$ cat src/include/sb_defs.svh
`ifndef SB_DEFS_SVH
`define SB_DEFS_SVH

`define SB_NUM_REGS     32
`define SB_REG_W        5
`define SB_INST_W       32

// major opcodes
`define SB_OPC_OP       7'b0110011
`define SB_OPC_OPIMM    7'b0010011
`define SB_OPC_LOAD     7'b0000011
`define SB_OPC_STORE    7'b0100011
`define SB_OPC_LUI      7'b0110111
`define SB_OPC_AUIPC    7'b0010111

// funct7
`define SB_F7_BASE      7'h00
`define SB_F7_ALT       7'h20   // sub, sra, srai
`define SB_F7_MULDIV    7'h01

// funct3, alu
`define SB_F3_ADD       3'h0
`define SB_F3_SLL       3'h1
`define SB_F3_SLT       3'h2
`define SB_F3_SLTU      3'h3
`define SB_F3_XOR       3'h4
`define SB_F3_SR        3'h5    // srl and sra
`define SB_F3_OR        3'h6
`define SB_F3_AND       3'h7

// funct3, load/store width
`define SB_F3_B         3'h0
`define SB_F3_H         3'h1
`define SB_F3_W         3'h2
`define SB_F3_BU        3'h4
`define SB_F3_HU        3'h5

// funct3, multiply
`define SB_F3_MUL       3'h0
`define SB_F3_MULH      3'h1
`define SB_F3_MULHSU    3'h2
`define SB_F3_MULHU     3'h3

`endif

$ cat src/design/sb_pkg.sv
package sb_pkg;

    typedef enum logic [2:0] {
        FU_NONE = 3'd0,    // no pending writer
        FU_ALU  = 3'd1,
        FU_MEM  = 3'd2,
        FU_MUL  = 3'd3
    } fu_e;

    // one code space over all three units
    typedef enum logic [5:0] {
        OP_ADD = 6'd0,
        OP_SUB,
        OP_AND,
        OP_OR,
        OP_XOR,
        OP_SLL,
        OP_SRL,
        OP_SRA,
        OP_SLT,
        OP_SLTU,
        OP_LUI,
        OP_AUIPC,
        OP_ADDI,
        OP_ANDI,
        OP_ORI,
        OP_XORI,
        OP_SLLI,
        OP_SRLI,
        OP_SRAI,
        OP_SLTI,
        OP_SLTIU,
        OP_LB,      // mem unit from here
        OP_LH,
        OP_LW,
        OP_LBU,
        OP_LHU,
        OP_SB,
        OP_SH,
        OP_SW,
        OP_MUL,     // mul unit
        OP_MULH,
        OP_MULHSU,
        OP_MULHU
    } op_e;

    typedef enum logic [1:0] {
        WS_ALU = 2'd0,
        WS_MEM = 2'd1,
        WS_MUL = 2'd2
    } wsel_e;

endpackage

$ cat src/design/inst_decoder.sv
`include "sb_defs.svh"

module inst_decoder (
    input  logic [`SB_INST_W-1:0] inst,
    output sb_pkg::fu_e           use_fu,
    output sb_pkg::op_e           op,
    output logic [`SB_REG_W-1:0]  dst,
    output logic [`SB_REG_W-1:0]  src1,
    output logic [`SB_REG_W-1:0]  src2,
    output logic                  legal
);

    logic [6:0] opcode;
    logic [2:0] funct3;
    logic [6:0] funct7;
    logic       alt;
    logic       has_rd;
    logic       has_rs1;
    logic       has_rs2;

    assign opcode = inst[6:0];
    assign funct3 = inst[14:12];
    assign funct7 = inst[31:25];
    assign alt    = (funct7 == `SB_F7_ALT);

    always_comb begin
        use_fu  = sb_pkg::FU_NONE;
        op      = sb_pkg::OP_ADD;
        legal   = 1'b0;
        has_rd  = 1'b0;
        has_rs1 = 1'b0;
        has_rs2 = 1'b0;
        case (opcode)
            `SB_OPC_OP: begin
                has_rd  = 1'b1;
                has_rs1 = 1'b1;
                has_rs2 = 1'b1;
                if (funct7 == `SB_F7_MULDIV) begin
                    use_fu = sb_pkg::FU_MUL;
                    legal  = 1'b1;
                    case (funct3)
                        `SB_F3_MUL:    op = sb_pkg::OP_MUL;
                        `SB_F3_MULH:   op = sb_pkg::OP_MULH;
                        `SB_F3_MULHSU: op = sb_pkg::OP_MULHSU;
                        `SB_F3_MULHU:  op = sb_pkg::OP_MULHU;
                        default:       legal = 1'b0;    // div/rem, no unit
                    endcase
                end else if (funct7 == `SB_F7_BASE || alt) begin
                    use_fu = sb_pkg::FU_ALU;
                    legal  = 1'b1;
                    case (funct3)
                        `SB_F3_ADD:  op = alt ? sb_pkg::OP_SUB : sb_pkg::OP_ADD;
                        `SB_F3_SLL:  op = sb_pkg::OP_SLL;
                        `SB_F3_SLT:  op = sb_pkg::OP_SLT;
                        `SB_F3_SLTU: op = sb_pkg::OP_SLTU;
                        `SB_F3_XOR:  op = sb_pkg::OP_XOR;
                        `SB_F3_SR:   op = alt ? sb_pkg::OP_SRA : sb_pkg::OP_SRL;
                        `SB_F3_OR:   op = sb_pkg::OP_OR;
                        default:     op = sb_pkg::OP_AND;
                    endcase
                    // only add and shift right have an alternate form
                    if (alt && funct3 != `SB_F3_ADD && funct3 != `SB_F3_SR) begin
                        legal = 1'b0;
                    end
                end
            end
            `SB_OPC_OPIMM: begin
                use_fu  = sb_pkg::FU_ALU;
                legal   = 1'b1;
                has_rd  = 1'b1;
                has_rs1 = 1'b1;
                case (funct3)
                    `SB_F3_ADD:  op = sb_pkg::OP_ADDI;
                    `SB_F3_SLT:  op = sb_pkg::OP_SLTI;
                    `SB_F3_SLTU: op = sb_pkg::OP_SLTIU;
                    `SB_F3_XOR:  op = sb_pkg::OP_XORI;
                    `SB_F3_OR:   op = sb_pkg::OP_ORI;
                    `SB_F3_AND:  op = sb_pkg::OP_ANDI;
                    `SB_F3_SLL: begin
                        op    = sb_pkg::OP_SLLI;
                        legal = (funct7 == `SB_F7_BASE);
                    end
                    default: begin
                        op    = alt ? sb_pkg::OP_SRAI : sb_pkg::OP_SRLI;
                        legal = (funct7 == `SB_F7_BASE) || alt;
                    end
                endcase
            end
            `SB_OPC_LOAD: begin
                use_fu  = sb_pkg::FU_MEM;
                legal   = 1'b1;
                has_rd  = 1'b1;
                has_rs1 = 1'b1;
                case (funct3)
                    `SB_F3_B:  op = sb_pkg::OP_LB;
                    `SB_F3_H:  op = sb_pkg::OP_LH;
                    `SB_F3_W:  op = sb_pkg::OP_LW;
                    `SB_F3_BU: op = sb_pkg::OP_LBU;
                    `SB_F3_HU: op = sb_pkg::OP_LHU;
                    default:   legal = 1'b0;
                endcase
            end
            `SB_OPC_STORE: begin
                use_fu  = sb_pkg::FU_MEM;
                legal   = 1'b1;
                has_rs1 = 1'b1;     // base
                has_rs2 = 1'b1;     // store data
                case (funct3)
                    `SB_F3_B: op = sb_pkg::OP_SB;
                    `SB_F3_H: op = sb_pkg::OP_SH;
                    `SB_F3_W: op = sb_pkg::OP_SW;
                    default:  legal = 1'b0;
                endcase
            end
            `SB_OPC_LUI: begin
                use_fu = sb_pkg::FU_ALU;
                op     = sb_pkg::OP_LUI;
                legal  = 1'b1;
                has_rd = 1'b1;
            end
            `SB_OPC_AUIPC: begin
                use_fu = sb_pkg::FU_ALU;
                op     = sb_pkg::OP_AUIPC;
                legal  = 1'b1;
                has_rd = 1'b1;
            end
            default: ;
        endcase
        if (!legal) begin
            use_fu = sb_pkg::FU_NONE;
        end
    end

    // unused fields read as x0
    assign dst  = (legal && has_rd)  ? inst[11:7]  : '0;
    assign src1 = (legal && has_rs1) ? inst[19:15] : '0;
    assign src2 = (legal && has_rs2) ? inst[24:20] : '0;

endmodule

$ cat src/design/fu_status_table.sv
`include "sb_defs.svh"

module fu_status_table (
    input  logic                  clk,
    input  logic                  rst,
    input  logic                  inst_valid,
    input  sb_pkg::fu_e           use_fu,
    input  sb_pkg::op_e           op,
    input  logic [`SB_REG_W-1:0]  dst,
    input  logic [`SB_REG_W-1:0]  src1,
    input  logic [`SB_REG_W-1:0]  src2,
    input  logic                  legal,
    input  sb_pkg::fu_e           ro_fu,
    input  sb_pkg::fu_e           wb_fu,
    input  logic                  alu_done,
    input  logic                  mem_done,
    input  logic                  mul_done,
    output logic                  issue_ready,
    output logic [2:0]            busy,         // bit 0 alu, 1 mem, 2 mul
    output logic [2:0]            done_flag,
    output logic [2:0]            rdy1,
    output logic [2:0]            rdy2,
    output sb_pkg::op_e           ent_op [3],
    output logic [`SB_REG_W-1:0]  ent_dst [3],
    output logic [`SB_REG_W-1:0]  ent_src1 [3],
    output logic [`SB_REG_W-1:0]  ent_src2 [3]
);

    sb_pkg::fu_e rrs [`SB_NUM_REGS];   // pending writer per register
    sb_pkg::fu_e fu1 [3];              // producer still owed to each source
    sb_pkg::fu_e fu2 [3];
    sb_pkg::fu_e src1_fu;
    sb_pkg::fu_e src2_fu;
    logic [1:0]  iss_idx;
    logic [1:0]  ro_idx;
    logic [1:0]  wb_idx;
    logic [2:0]  done_in;
    logic        stall;
    logic        issue;
    logic        src1_rdy;
    logic        src2_rdy;

    // entry index is the unit code minus one
    assign iss_idx = use_fu[1:0] - 2'd1;
    assign ro_idx  = ro_fu[1:0] - 2'd1;
    assign wb_idx  = wb_fu[1:0] - 2'd1;
    assign done_in = {mul_done, mem_done, alu_done};

    // structural hazard or WAW
    assign stall = legal && (busy[iss_idx] || (dst != '0 && rrs[dst] != sb_pkg::FU_NONE));
    assign issue_ready = !stall;
    assign issue = inst_valid && issue_ready && legal;   // illegal words just drop

    // a producer retiring this very edge counts as finished
    assign src1_fu  = rrs[src1];
    assign src2_fu  = rrs[src2];
    assign src1_rdy = (src1_fu == sb_pkg::FU_NONE) || (src1_fu == wb_fu);
    assign src2_rdy = (src2_fu == sb_pkg::FU_NONE) || (src2_fu == wb_fu);

    always_ff @(posedge clk or posedge rst) begin
        if (rst) begin
            busy      <= '0;
            done_flag <= '0;
            rdy1      <= '0;
            rdy2      <= '0;
            for (int i = 0; i < 3; i++) begin
                fu1[i] <= sb_pkg::FU_NONE;
                fu2[i] <= sb_pkg::FU_NONE;
            end
            for (int r = 0; r < `SB_NUM_REGS; r++) begin
                rrs[r] <= sb_pkg::FU_NONE;
            end
        end else begin
            done_flag <= done_flag | done_in;

            // operands read, entry now executing
            if (ro_fu != sb_pkg::FU_NONE) begin
                rdy1[ro_idx] <= 1'b0;
                rdy2[ro_idx] <= 1'b0;
            end

            if (wb_fu != sb_pkg::FU_NONE) begin
                busy[wb_idx]      <= 1'b0;
                done_flag[wb_idx] <= 1'b0;
                if (ent_dst[wb_idx] != '0) begin
                    rrs[ent_dst[wb_idx]] <= sb_pkg::FU_NONE;
                end
                // wake consumers of this result
                for (int i = 0; i < 3; i++) begin
                    if (fu1[i] == wb_fu) begin
                        rdy1[i] <= 1'b1;
                        fu1[i]  <= sb_pkg::FU_NONE;
                    end
                    if (fu2[i] == wb_fu) begin
                        rdy2[i] <= 1'b1;
                        fu2[i]  <= sb_pkg::FU_NONE;
                    end
                end
            end

            if (issue) begin
                busy[iss_idx] <= 1'b1;
                rdy1[iss_idx] <= src1_rdy;
                rdy2[iss_idx] <= src2_rdy;
                fu1[iss_idx]  <= src1_rdy ? sb_pkg::FU_NONE : src1_fu;
                fu2[iss_idx]  <= src2_rdy ? sb_pkg::FU_NONE : src2_fu;
                if (dst != '0) begin
                    rrs[dst] <= use_fu;
                end
            end
        end
    end

    // entry payload, only meaningful while busy
    always_ff @(posedge clk) begin
        if (issue) begin
            ent_op[iss_idx]   <= op;
            ent_dst[iss_idx]  <= dst;
            ent_src1[iss_idx] <= src1;
            ent_src2[iss_idx] <= src2;
        end
    end

endmodule

$ cat src/design/operand_dispatch.sv
`include "sb_defs.svh"

module operand_dispatch (
    input  logic [2:0]            rdy1,
    input  logic [2:0]            rdy2,
    input  sb_pkg::op_e           ent_op [3],
    input  logic [`SB_REG_W-1:0]  ent_src1 [3],
    input  logic [`SB_REG_W-1:0]  ent_src2 [3],
    output sb_pkg::fu_e           ro_fu,
    output logic                  alu_en,
    output logic                  mem_en,
    output logic                  mul_en,
    output sb_pkg::op_e           alu_op,
    output sb_pkg::op_e           mem_op,
    output sb_pkg::op_e           mul_op,
    output logic [`SB_REG_W-1:0]  rs1_ctrl,
    output logic [`SB_REG_W-1:0]  rs2_ctrl
);

    logic [2:0] both_rdy;
    logic [1:0] sel;    // granted entry

    assign both_rdy = rdy1 & rdy2;

    always_comb begin
        ro_fu    = sb_pkg::FU_NONE;
        alu_en   = 1'b0;
        mem_en   = 1'b0;
        mul_en   = 1'b0;
        alu_op   = sb_pkg::OP_ADD;
        mem_op   = sb_pkg::OP_ADD;
        mul_op   = sb_pkg::OP_ADD;
        sel      = 2'd0;
        // alu first, then mem, then mul
        if (both_rdy[0]) begin
            ro_fu  = sb_pkg::FU_ALU;
            alu_en = 1'b1;
            alu_op = ent_op[0];
        end else if (both_rdy[1]) begin
            ro_fu  = sb_pkg::FU_MEM;
            mem_en = 1'b1;
            mem_op = ent_op[1];
            sel    = 2'd1;
        end else if (both_rdy[2]) begin
            ro_fu  = sb_pkg::FU_MUL;
            mul_en = 1'b1;
            mul_op = ent_op[2];
            sel    = 2'd2;
        end
        rs1_ctrl = (|both_rdy) ? ent_src1[sel] : '0;
        rs2_ctrl = (|both_rdy) ? ent_src2[sel] : '0;
    end

endmodule

$ cat src/design/writeback_arbiter.sv
`include "sb_defs.svh"

module writeback_arbiter (
    input  logic [2:0]            done_flag,
    input  logic [2:0]            rdy1,
    input  logic [2:0]            rdy2,
    input  logic [`SB_REG_W-1:0]  ent_dst [3],
    input  logic [`SB_REG_W-1:0]  ent_src1 [3],
    input  logic [`SB_REG_W-1:0]  ent_src2 [3],
    output sb_pkg::fu_e           wb_fu,
    output logic                  reg_write,
    output logic [`SB_REG_W-1:0]  rd_ctrl,
    output sb_pkg::wsel_e         write_sel
);

    logic [2:0] war;        // someone still has to read this unit's dst
    logic [2:0] can_wb;

    // a ready but unread source matching dst blocks the write
    always_comb begin
        war = '0;
        for (int u = 0; u < 3; u++) begin
            for (int j = 0; j < 3; j++) begin
                if (j != u && ent_dst[u] != '0 &&
                    ((rdy1[j] && ent_src1[j] == ent_dst[u]) ||
                     (rdy2[j] && ent_src2[j] == ent_dst[u]))) begin
                    war[u] = 1'b1;
                end
            end
        end
    end

    assign can_wb = done_flag & ~war;

    always_comb begin
        wb_fu     = sb_pkg::FU_NONE;
        rd_ctrl   = '0;
        write_sel = sb_pkg::WS_ALU;
        if (can_wb[0]) begin
            wb_fu   = sb_pkg::FU_ALU;
            rd_ctrl = ent_dst[0];
        end else if (can_wb[1]) begin
            wb_fu     = sb_pkg::FU_MEM;
            rd_ctrl   = ent_dst[1];
            write_sel = sb_pkg::WS_MEM;
        end else if (can_wb[2]) begin
            wb_fu     = sb_pkg::FU_MUL;
            rd_ctrl   = ent_dst[2];
            write_sel = sb_pkg::WS_MUL;
        end
        // stores and x0 targets retire without a register write
        reg_write = (rd_ctrl != '0);
    end

endmodule

$ cat src/design/scoreboard_top.sv
`include "sb_defs.svh"

module scoreboard_top (
    input  logic                  clk,
    input  logic                  rst,
    input  logic [`SB_INST_W-1:0] inst,
    input  logic                  inst_valid,
    input  logic                  alu_done,
    input  logic                  mem_done,
    input  logic                  mul_done,
    output logic                  issue_ready,
    output logic                  alu_en,
    output logic                  mem_en,
    output logic                  mul_en,
    output sb_pkg::op_e           alu_op,
    output sb_pkg::op_e           mem_op,
    output sb_pkg::op_e           mul_op,
    output logic [`SB_REG_W-1:0]  rs1_ctrl,
    output logic [`SB_REG_W-1:0]  rs2_ctrl,
    output logic                  reg_write,
    output logic [`SB_REG_W-1:0]  rd_ctrl,
    output sb_pkg::wsel_e         write_sel
);

    sb_pkg::fu_e          use_fu;
    sb_pkg::op_e          op;
    logic [`SB_REG_W-1:0] dst;
    logic [`SB_REG_W-1:0] src1;
    logic [`SB_REG_W-1:0] src2;
    logic                 legal;
    sb_pkg::fu_e          ro_fu;
    sb_pkg::fu_e          wb_fu;
    logic [2:0]           done_flag;
    logic [2:0]           rdy1;
    logic [2:0]           rdy2;
    sb_pkg::op_e          ent_op [3];
    logic [`SB_REG_W-1:0] ent_dst [3];
    logic [`SB_REG_W-1:0] ent_src1 [3];
    logic [`SB_REG_W-1:0] ent_src2 [3];

    inst_decoder u_dec (
        .inst   (inst),
        .use_fu (use_fu),
        .op     (op),
        .dst    (dst),
        .src1   (src1),
        .src2   (src2),
        .legal  (legal)
    );

    fu_status_table u_fst (
        .clk         (clk),
        .rst         (rst),
        .inst_valid  (inst_valid),
        .use_fu      (use_fu),
        .op          (op),
        .dst         (dst),
        .src1        (src1),
        .src2        (src2),
        .legal       (legal),
        .ro_fu       (ro_fu),
        .wb_fu       (wb_fu),
        .alu_done    (alu_done),
        .mem_done    (mem_done),
        .mul_done    (mul_done),
        .issue_ready (issue_ready),
        .busy        (),            // table internal
        .done_flag   (done_flag),
        .rdy1        (rdy1),
        .rdy2        (rdy2),
        .ent_op      (ent_op),
        .ent_dst     (ent_dst),
        .ent_src1    (ent_src1),
        .ent_src2    (ent_src2)
    );

    operand_dispatch u_ro (
        .rdy1     (rdy1),
        .rdy2     (rdy2),
        .ent_op   (ent_op),
        .ent_src1 (ent_src1),
        .ent_src2 (ent_src2),
        .ro_fu    (ro_fu),
        .alu_en   (alu_en),
        .mem_en   (mem_en),
        .mul_en   (mul_en),
        .alu_op   (alu_op),
        .mem_op   (mem_op),
        .mul_op   (mul_op),
        .rs1_ctrl (rs1_ctrl),
        .rs2_ctrl (rs2_ctrl)
    );

    writeback_arbiter u_wb (
        .done_flag (done_flag),
        .rdy1      (rdy1),
        .rdy2      (rdy2),
        .ent_dst   (ent_dst),
        .ent_src1  (ent_src1),
        .ent_src2  (ent_src2),
        .wb_fu     (wb_fu),
        .reg_write (reg_write),
        .rd_ctrl   (rd_ctrl),
        .write_sel (write_sel)
    );

endmodule

$ cat config.mk
export PLATFORM = sky130hd
export DESIGN_NAME = scoreboard_top
export DESIGN_NICKNAME = d
export VERILOG_FILES = /design/src/design/sb_pkg.sv /design/src/design/inst_decoder.sv /design/src/design/fu_status_table.sv /design/src/design/operand_dispatch.sv /design/src/design/writeback_arbiter.sv /design/src/design/scoreboard_top.sv
export VERILOG_INCLUDE_DIRS = /design/src /design/src/include
export SDC_FILE = /design/constraint.sdc
export NUM_CORES = 1
export LEC_CHECK = 0
export BUFFER_PORTS_ARGS = -buffer_cell sky130_fd_sc_hd__buf_4
export CAP_MARGIN = 20
export CORE_MARGIN = 5
export CORE_UTILIZATION = 55
export CTS_CLUSTER_SIZE = 20
export DETAILED_ROUTE_END_ITERATION = 7
export GPL_TIMING_DRIVEN = 0
export PLACE_DENSITY = 0.71
export SETUP_SLACK_MARGIN = 0.15
export SLEW_MARGIN = 0
export SYNTH_ARGS = -nofsm -noshare
export SYNTH_HDL_FRONTEND = slang
export SYNTH_HIERARCHICAL = 1
export SYNTH_SLANG_ARGS = --single-unit
$ cat constraint.sdc
create_clock -name clk -period 4.6 [get_ports clk]
set_input_delay 0.23 -clock clk [delete_from_list [all_inputs] [get_ports clk]]
set_output_delay 0.23 -clock clk [all_outputs]
set_load 0.01 [all_outputs]
==> results.tsv, run 1 <==
stage	metric	value	unit
run_status	outcome	complete, no violations	
worst_setup_path	crit path kind	input port to output port	
synthesis	Synth warnings	6	
placement	Buffers on Ports	75	
worst_setup_path	critical path peak fanout	10	
global_routing	largest net degree at the start of global routing	66	
sta	minimum clock period	4.356	ns
worst_hold_path	Hold Crit Class	input port to flip-flop	
cells_and_area	final std cells w/o fill	1655	
synthesis	Mapped Area	0.01226	sq mm
detailed_routing	drt drc	0	
sta	tightest hold margin	0.01469	ns
sta	final setup TNS	0	ns
cts	root buffer selected by CTS	clkbuf_16	
cts	Worst-path clk slew	0.08	ns
power	Design Power	6.509	mW
worst_setup_path	CP peak stage delay	0.66	ns
worst_hold_path	min-delay src	mul_done	
sta	fin crit share	0.9470	
floorplan	Core ar.	0.02189	sq mm
detailed_routing	Final ANT Viol Nets	0	
worst_hold_path	hold endpoint	u_fst/done_flag[2]	
worst_setup_path	Arr. time, crit path	4.13	ns
cts	clk buf depth	2	
sta	Final setup viols	0	
floorplan	starting density of the core	0.5600	
cells_and_area	most common cell after layout, fill and taps aside	nand2_1	
worst_setup_path	R2R setup slack	0.30	ns
sta	Slew Limit Fails	0	
placement	placed cells	1612	
worst_setup_path	RR Endpoint	u_fst/rrs[56]	
synthesis	cell count after synthesis	1256	
detailed_routing	DR iter-0 viols	1226	
worst_hold_path	Hold Path Depth	2	
worst_setup_path	Slowest-stage cell, CP	and4_1	
sta	RSZ-0062 raised after global routing	false	
worst_setup_path	most used cell along the critical path	buf_4	
worst_setup_path	Required @ worst endpoint	4.37	ns
worst_setup_path	cells along the critical path	buf_4 -> nand3b_1 -> nor4_2 -> o311a_1 -> a211o_4 -> and4_1 -> clkbuf_2 -> mux4_2 -> o32ai_1 -> a31oi_1 -> a31oi_2 -> o21ai_1 -> buf_4	
floorplan	Boundary Pins	78	
placement	routability cong.	1.034	
cts	Num CTS Buffers	17	
worst_setup_path	R2R Path Start	u_fst/ent_dst[9]	
power	peak supply drop	0.0002897	V
global_routing	first-pass GRT wire length	62560	um
floorplan	die height	159.3	um
detailed_routing	Vias	10980	
sta	Relative slew margins	0.4036	
detailed_routing	WL/cell	24.55	um
worst_setup_path	Critical Path End Type	output port	
synthesis	mean area per synthesized cell	9.761	sq um
sta	skew final	0.01867	ns
floorplan	Die Wd	159.3	um
cts	clock latency on the worst-skew pair	0.45	ns
detailed_routing	Vias/cell	6.634	
floorplan	area of the die	0.02537	sq mm
cells_and_area	# diodes	0	
floorplan	Rows	54	
cells_and_area	Area Overhead vs Synth	15.49	%
cts	number of H-tree levels	4	
job	max_cap viols	0	
global_routing	GRT overflow	0	
cells_and_area	Final Cell Area	0.01416	sq mm
detailed_routing	drt first pass iters	6	
sta	final hold viol count	0	
global_routing	total track usage	0.3118	
placement	DP Area	0.01321	sq mm
cts	CTS tree	yes	
power	power per cell area	459.7	mW/mm^2
global_routing	vias in the first global route	10540	
cells_and_area	final net count	1407	
cells_and_area	layout cells sized above 1	0.2073	
worst_setup_path	reg2reg path depth	22	
cts	CTS Sinks	189	
worst_setup_path	type of origin of the critical path	input port	
synthesis	post-synthesis net count	1301	
sta	Slew @ Worst Pin	0.8946	ns
global_routing	initial antenna violation count	0	
placement	HPWL after DPL	29870	um
detailed_routing	final wirelength	40630	um
cells_and_area	most frequent cells in the layout	184 x nand2_1, 126 x dfrtp_1, 88 x buf_4, 84 x o21ai_0, 63 x edfxtp_1	
power	P_leak	5.455	nW
sta	fmax	229.6	MHz
-- metrics by stage --
step           utilization  worst slack, ns
2_1_floorplan            -           0.5349
4_1_cts             0.6397           0.1555
6_report            0.6468           0.2439
3_3_place_gp        0.6017          -0.9407
5_1_grt             0.6468          0.09654
3_5_place_dp        0.6032          -0.9650
-- worst max-delay path, delay by kind of cell --
kind / cells / cell delay [ns]
AND/OR/NAND/NOR: 3 / 1.46
AO/OA/AOI/OAI: 6 / 1.27
buffers and inverters: 3 / 0.73
multiplexers: 1 / 0.41
-- where the power goes --
part | switching [mW] | internal [mW] | total, mW
clock | 0.773 | 0.740 | 1.51
combinational | 1.87 | 1.28 | 3.15
sequential | 0.0758 | 1.77 | 1.84
total | 2.72 | 3.79 | 6.51
-- flip-flops by register name (all words and copies together), names as in the netlist --
signal,cells
u_fst/busy,3
u_fst/ent_src1,15
u_fst/rrs,96
u_fst/ent_src2,15
u_fst/fu2,9
u_fst/ent_dst,15
u_fst/ent_op,18
u_fst/rdy2,3
u_fst/rdy1,3
u_fst/fu1,9
u_fst/done_flag,3
-- per-layer routing --
metal | global-route usage | up-vias | part of all wire
met2 | 0.4967 | 715 | 0.47
met1 | 0.4256 | 5253 | 0.39
met5 | 0 | - | 0
li1 | - | 4868 | -
met4 | 0.1326 | 0 | 0.043
met3 | 0.05022 | 143 | 0.096
-- how the worst max path moves through the flow --
stage                           start             to  slack, ns  cells after the start
CTS                  u_fst/ent_dst[8]  u_fst/rrs[21]       0.16                     20
detailed placement  u_fst/ent_dst[10]  u_fst/rrs[56]      -0.96                     20
global route         u_fst/ent_dst[9]  u_fst/rrs[56]        0.1                     22
global placement    u_fst/ent_dst[10]  u_fst/rrs[43]      -0.94                     20
finish                        inst[6]    issue_ready       0.24                     13
floorplan            u_fst/ent_dst[9]  u_fst/rrs[10]       0.53                     20
-- repair_timing --
| item | 4_1_cts | 5_1_grt |
|---|---|---|
| setup buffers | 3 | 4 |
| endpoints found under the setup margin | 181 | 184 |
| hold buffers | 3 | 0 |
| pin swaps | 3 | 4 |
| gates resized for setup | 34 | 32 |
| endpoints found under the hold margin | 63 | 0 |
-- layout make-up --
cell class / instances / area (sq um)
buffer: 92 / 651.9
clock buffer: 17 / 425.4
clock inverter: 15 / 180.2
fill: 1828 / 7732
inverter: 25 / 103.9
multi-input combinational: 950 / 6674
sequential: 189 / 5045
tap: 280 / 350.3
timing repair buffer: 87 / 728.2
Note: power is estimated with default switching activity, not from simulation.
==> run 2: changes to the inputs <==
- CORE_MARGIN: 5 -> 1.5
==> run 2 against run 1 <==
Effect of this change: combinational power up 2%; sequential share of layout area barely moved; clock skew fell by 0.0062 ns; largest power group unchanged; first-iteration DRC count shrank 12%; routed wire length decreased by 1.1%; sequential power about the same; critical endpoint is now u_fst/rrs[57]; largest cell class unchanged; flip-flop and latch count unchanged; clock power about the same; register-to-register slack worse by 0.07 ns; final area about the same.
==> results.tsv, run 2 (synthesis gave the netlist of run 1 again) <==
stage	metric	value	unit	change
worst_setup_path	Critical Path End Type	flip-flop		was output port
global_routing	first-pass GRT wire length	61700	um	was 62560 um
sta	Slew Limit Fails	0		unchanged
cells_and_area	Area Overhead vs Synth	15.39	%	was 15.49%
worst_setup_path	cells along the critical path	buf_2 -> xor2_1 -> nor4_1 -> nand3_1 -> and4_1 -> buf_6 -> o21a_1 -> o21ai_4 -> buf_8 -> inv_2 -> ha_1 -> buf_2 -> mux2_2 -> a22o_1 -> nor2_2 -> nand2_1 -> a22o_1		was buf_4 -> nand3b_1 -> nor4_2 -> o311a_1 -> a211o_4 -> and4_1 -> clkbuf_2 -> mux4_2 -> o32ai_1 -> a31oi_1 -> a31oi_2 -> o21ai_1 -> buf_4
worst_setup_path	crit path kind	flip-flop to flip-flop		was input port to output port
placement	pre-CTS worst setup slack	-1.160	ns	was -0.9650 ns
cts	clock latency on the worst-skew pair	0.44	ns	was 0.45 ns
worst_setup_path	Required @ worst endpoint	4.92	ns	was 4.37 ns
cells_and_area	layout cells sized above 1	0.2099		was 0.2073
cts	root buffer selected by CTS	clkbuf_16		unchanged
detailed_routing	Vias/cell	6.663		was 6.634
worst_setup_path	Arr. time, crit path	4.69	ns	was 4.13 ns
global_routing	vias in the first global route	10530		was 10540
sta	PnR worst setup slack	0.2344	ns	was 0.2439 ns
sta	minimum clock period	4.366	ns	was 4.356 ns
sta	RSZ-0062 raised after global routing	true		was false
cts	clk buf depth	2		unchanged
power	Design Power	6.547	mW	was 6.509 mW
job	max_cap viols	0		unchanged
cells_and_area	most common cell after layout, fill and taps aside	nand2_1		unchanged
placement	Buffers on Ports	75		unchanged
cells_and_area	Largest regs	u_fst/rrs (96), u_fst/ent_op (18)		unchanged
placement	HPWL after DPL	29310	um	was 29870 um
sta	fmax	229.1	MHz	was 229.6 MHz
power	power per cell area	462.8	mW/mm^2	was 459.7 mW/mm^2
placement	routability cong.	1.102		was 1.034
worst_setup_path	R2R Path Start	u_fst/ent_dst[5]		was u_fst/ent_dst[9]
cells_and_area	Final Cell Area	0.01415	sq mm	was 0.01416 sq mm
cts	CTS tree	yes		unchanged
worst_setup_path	Critical path origin	u_fst/ent_dst[5]		was inst[6]
sta	Slew @ Worst Pin	0.9348	ns	was 0.8946 ns
global_routing	initial antenna violation count	0		unchanged
cells_and_area	register with the most flip-flops	u_fst/rrs		unchanged
cells_and_area	max reg flops	96		unchanged
cts	Num CTS Buffers	17		unchanged
detailed_routing	Vias	11040		was 10980
floorplan	Rows	54		unchanged
detailed_routing	drt drc	0		unchanged
cells_and_area	# diodes	0		unchanged
floorplan	starting density of the core	0.5617		was 0.5600
global_routing	GRT overflow	0		unchanged
worst_setup_path	critical path peak fanout	10		unchanged
power	P_leak	5.460	nW	was 5.455 nW
cells_and_area	fillers	1844		was 1828
worst_setup_path	Slowest-stage cell, CP	edfxtp_1		was and4_1
sta	Relative slew margins	0.3768		was 0.4036
floorplan	Boundary Pins	78		unchanged
global_routing	total track usage	0.3451		was 0.3118
detailed_routing	DR iter-0 viols	1084		was 1226
floorplan	Core ar.	0.02182	sq mm	was 0.02189 sq mm
run_status	outcome	complete, no violations		unchanged
sta	fin crit share	0.9490		was 0.9470
detailed_routing	WL/cell	24.26	um	was 24.55 um
cells_and_area	final net count	1409		was 1407
sta	final setup TNS	0	ns	unchanged
worst_setup_path	type of origin of the critical path	flip-flop		was input port
floorplan	Die Wd	152.3	um	was 159.3 um
floorplan	area of the die	0.02319	sq mm	was 0.02537 sq mm
cts	number of H-tree levels	4		unchanged
detailed_routing	drt first pass iters	8		was 6
global_routing	largest net degree at the start of global routing	67		was 66
detailed_routing	final wirelength	40200	um	was 40630 um
worst_hold_path	min-delay src	mem_done		was mul_done
detailed_routing	Final ANT Viol Nets	0		unchanged
placement	DP Area	0.01322	sq mm	was 0.01321 sq mm
cts	CTS Sinks	189		unchanged
sta	skew final	0.01252	ns	was 0.01867 ns
worst_setup_path	CP peak stage delay	0.38	ns	was 0.66 ns
power	peak supply drop	0.0003047	V	was 0.0002897 V
sta	final hold viol count	0		unchanged
worst_hold_path	Hold Crit Class	input port to flip-flop		unchanged
floorplan	die height	152.3	um	was 159.3 um
sta	Final setup viols	0		unchanged
cells_and_area	most frequent cells in the layout	185 x nand2_1, 126 x dfrtp_1, 94 x buf_4, 84 x o21ai_0, 63 x edfxtp_1		was 184 x nand2_1, 126 x dfrtp_1, 88 x buf_4, 84 x o21ai_0, 63 x edfxtp_1
cts	Worst-path clk slew	0.07	ns	was 0.08 ns
run 2: cell types whose count changed in the layout (fill, tap and decap cells not counted), moves of 2 or more:
| cell | delta |
|---|---|
| buf_12 | -3 |
| clkbuf_2 | -4 |
| inv_6 | -2 |
| buf_6 | +2 |
| clkinv_4 | +4 |
| clkinv_8 | -3 |
| buf_4 | +6 |
run 2: final cells by class:
type	instances	area, sq um	area share
buffer	92	644.4	0.04555
clock buffer	17	425.4	0.03007
clock inverter	15	162.7	0.01150
inverter	25	103.9	0.007341
multi-input combinational	950	6693	0.4731
sequential	189	5045	0.3566
tap	280	350.3	0.02477
timing repair buffer	89	721.9	0.05103
run 2: worst paths after layout:
check,slack (ns),end,cells after the start
max,0.23,u_fst/rrs[57],17
min,0.009,u_fst/done_flag[1],2
max reg2reg,0.23,u_fst/rrs[57],17
min reg2reg,0.50,u_fst/busy[2],1
max in group asynchronous,3.45,u_fst/rrs[88],4
min in group asynchronous,0.41,u_fst/rrs[14],3
run 2: routing by layer:
layer  share of wire  up-vias  GRT usage
li1                -     4852          -
met1            0.38     5294     0.4549
met2            0.46      717     0.5408
met3            0.10      178    0.06854
met4           0.053        0     0.1826
met5               0        -          0
run 2: power by group:
group	switching (mW)	total, mW	leakage [nW]	internal (mW)
logic	1.93	3.22	3.00	1.29
clock network	0.758	1.49	0.286	0.732
registers	0.0752	1.84	2.17	1.77
total	2.76	6.55	5.46	3.79
run 2: timing repair:
| action | in CTS | in global routing |
|---|---|---|
| hold buffers | 2 | 0 |
| setup endpoints to repair | 181 | 184 |
| endpoints found under the hold margin | 66 | 0 |
| buffers inserted | 5 | 5 |
| resized for setup | 24 | 48 |
| pin swaps | 4 | 5 |
run 2: worst max-delay path, delay by kind of cell (launching register included):
kind	cells	cell delay (ns)
and+or+nand+nor	5	1.21
AOI/OAI and AO/OA	4	1.02
buffers and inverters	5	0.79
DFF	1	0.38
muxes	1	0.38
adders and majority gates	1	0.29
xor gates and xnor gates	1	0.16
run 2: through the flow:
stage	util	hold slack [ns]	std cells
3_3_place_gp	0.6036	0.4508	1611
5_1_grt	0.6482	0.008486	1657
6_report	0.6482	0.009087	1657
3_5_place_dp	0.6056	0.3540	1613
2_1_floorplan	-	0.3607	1256
4_1_cts	0.6395	0.001119	1652
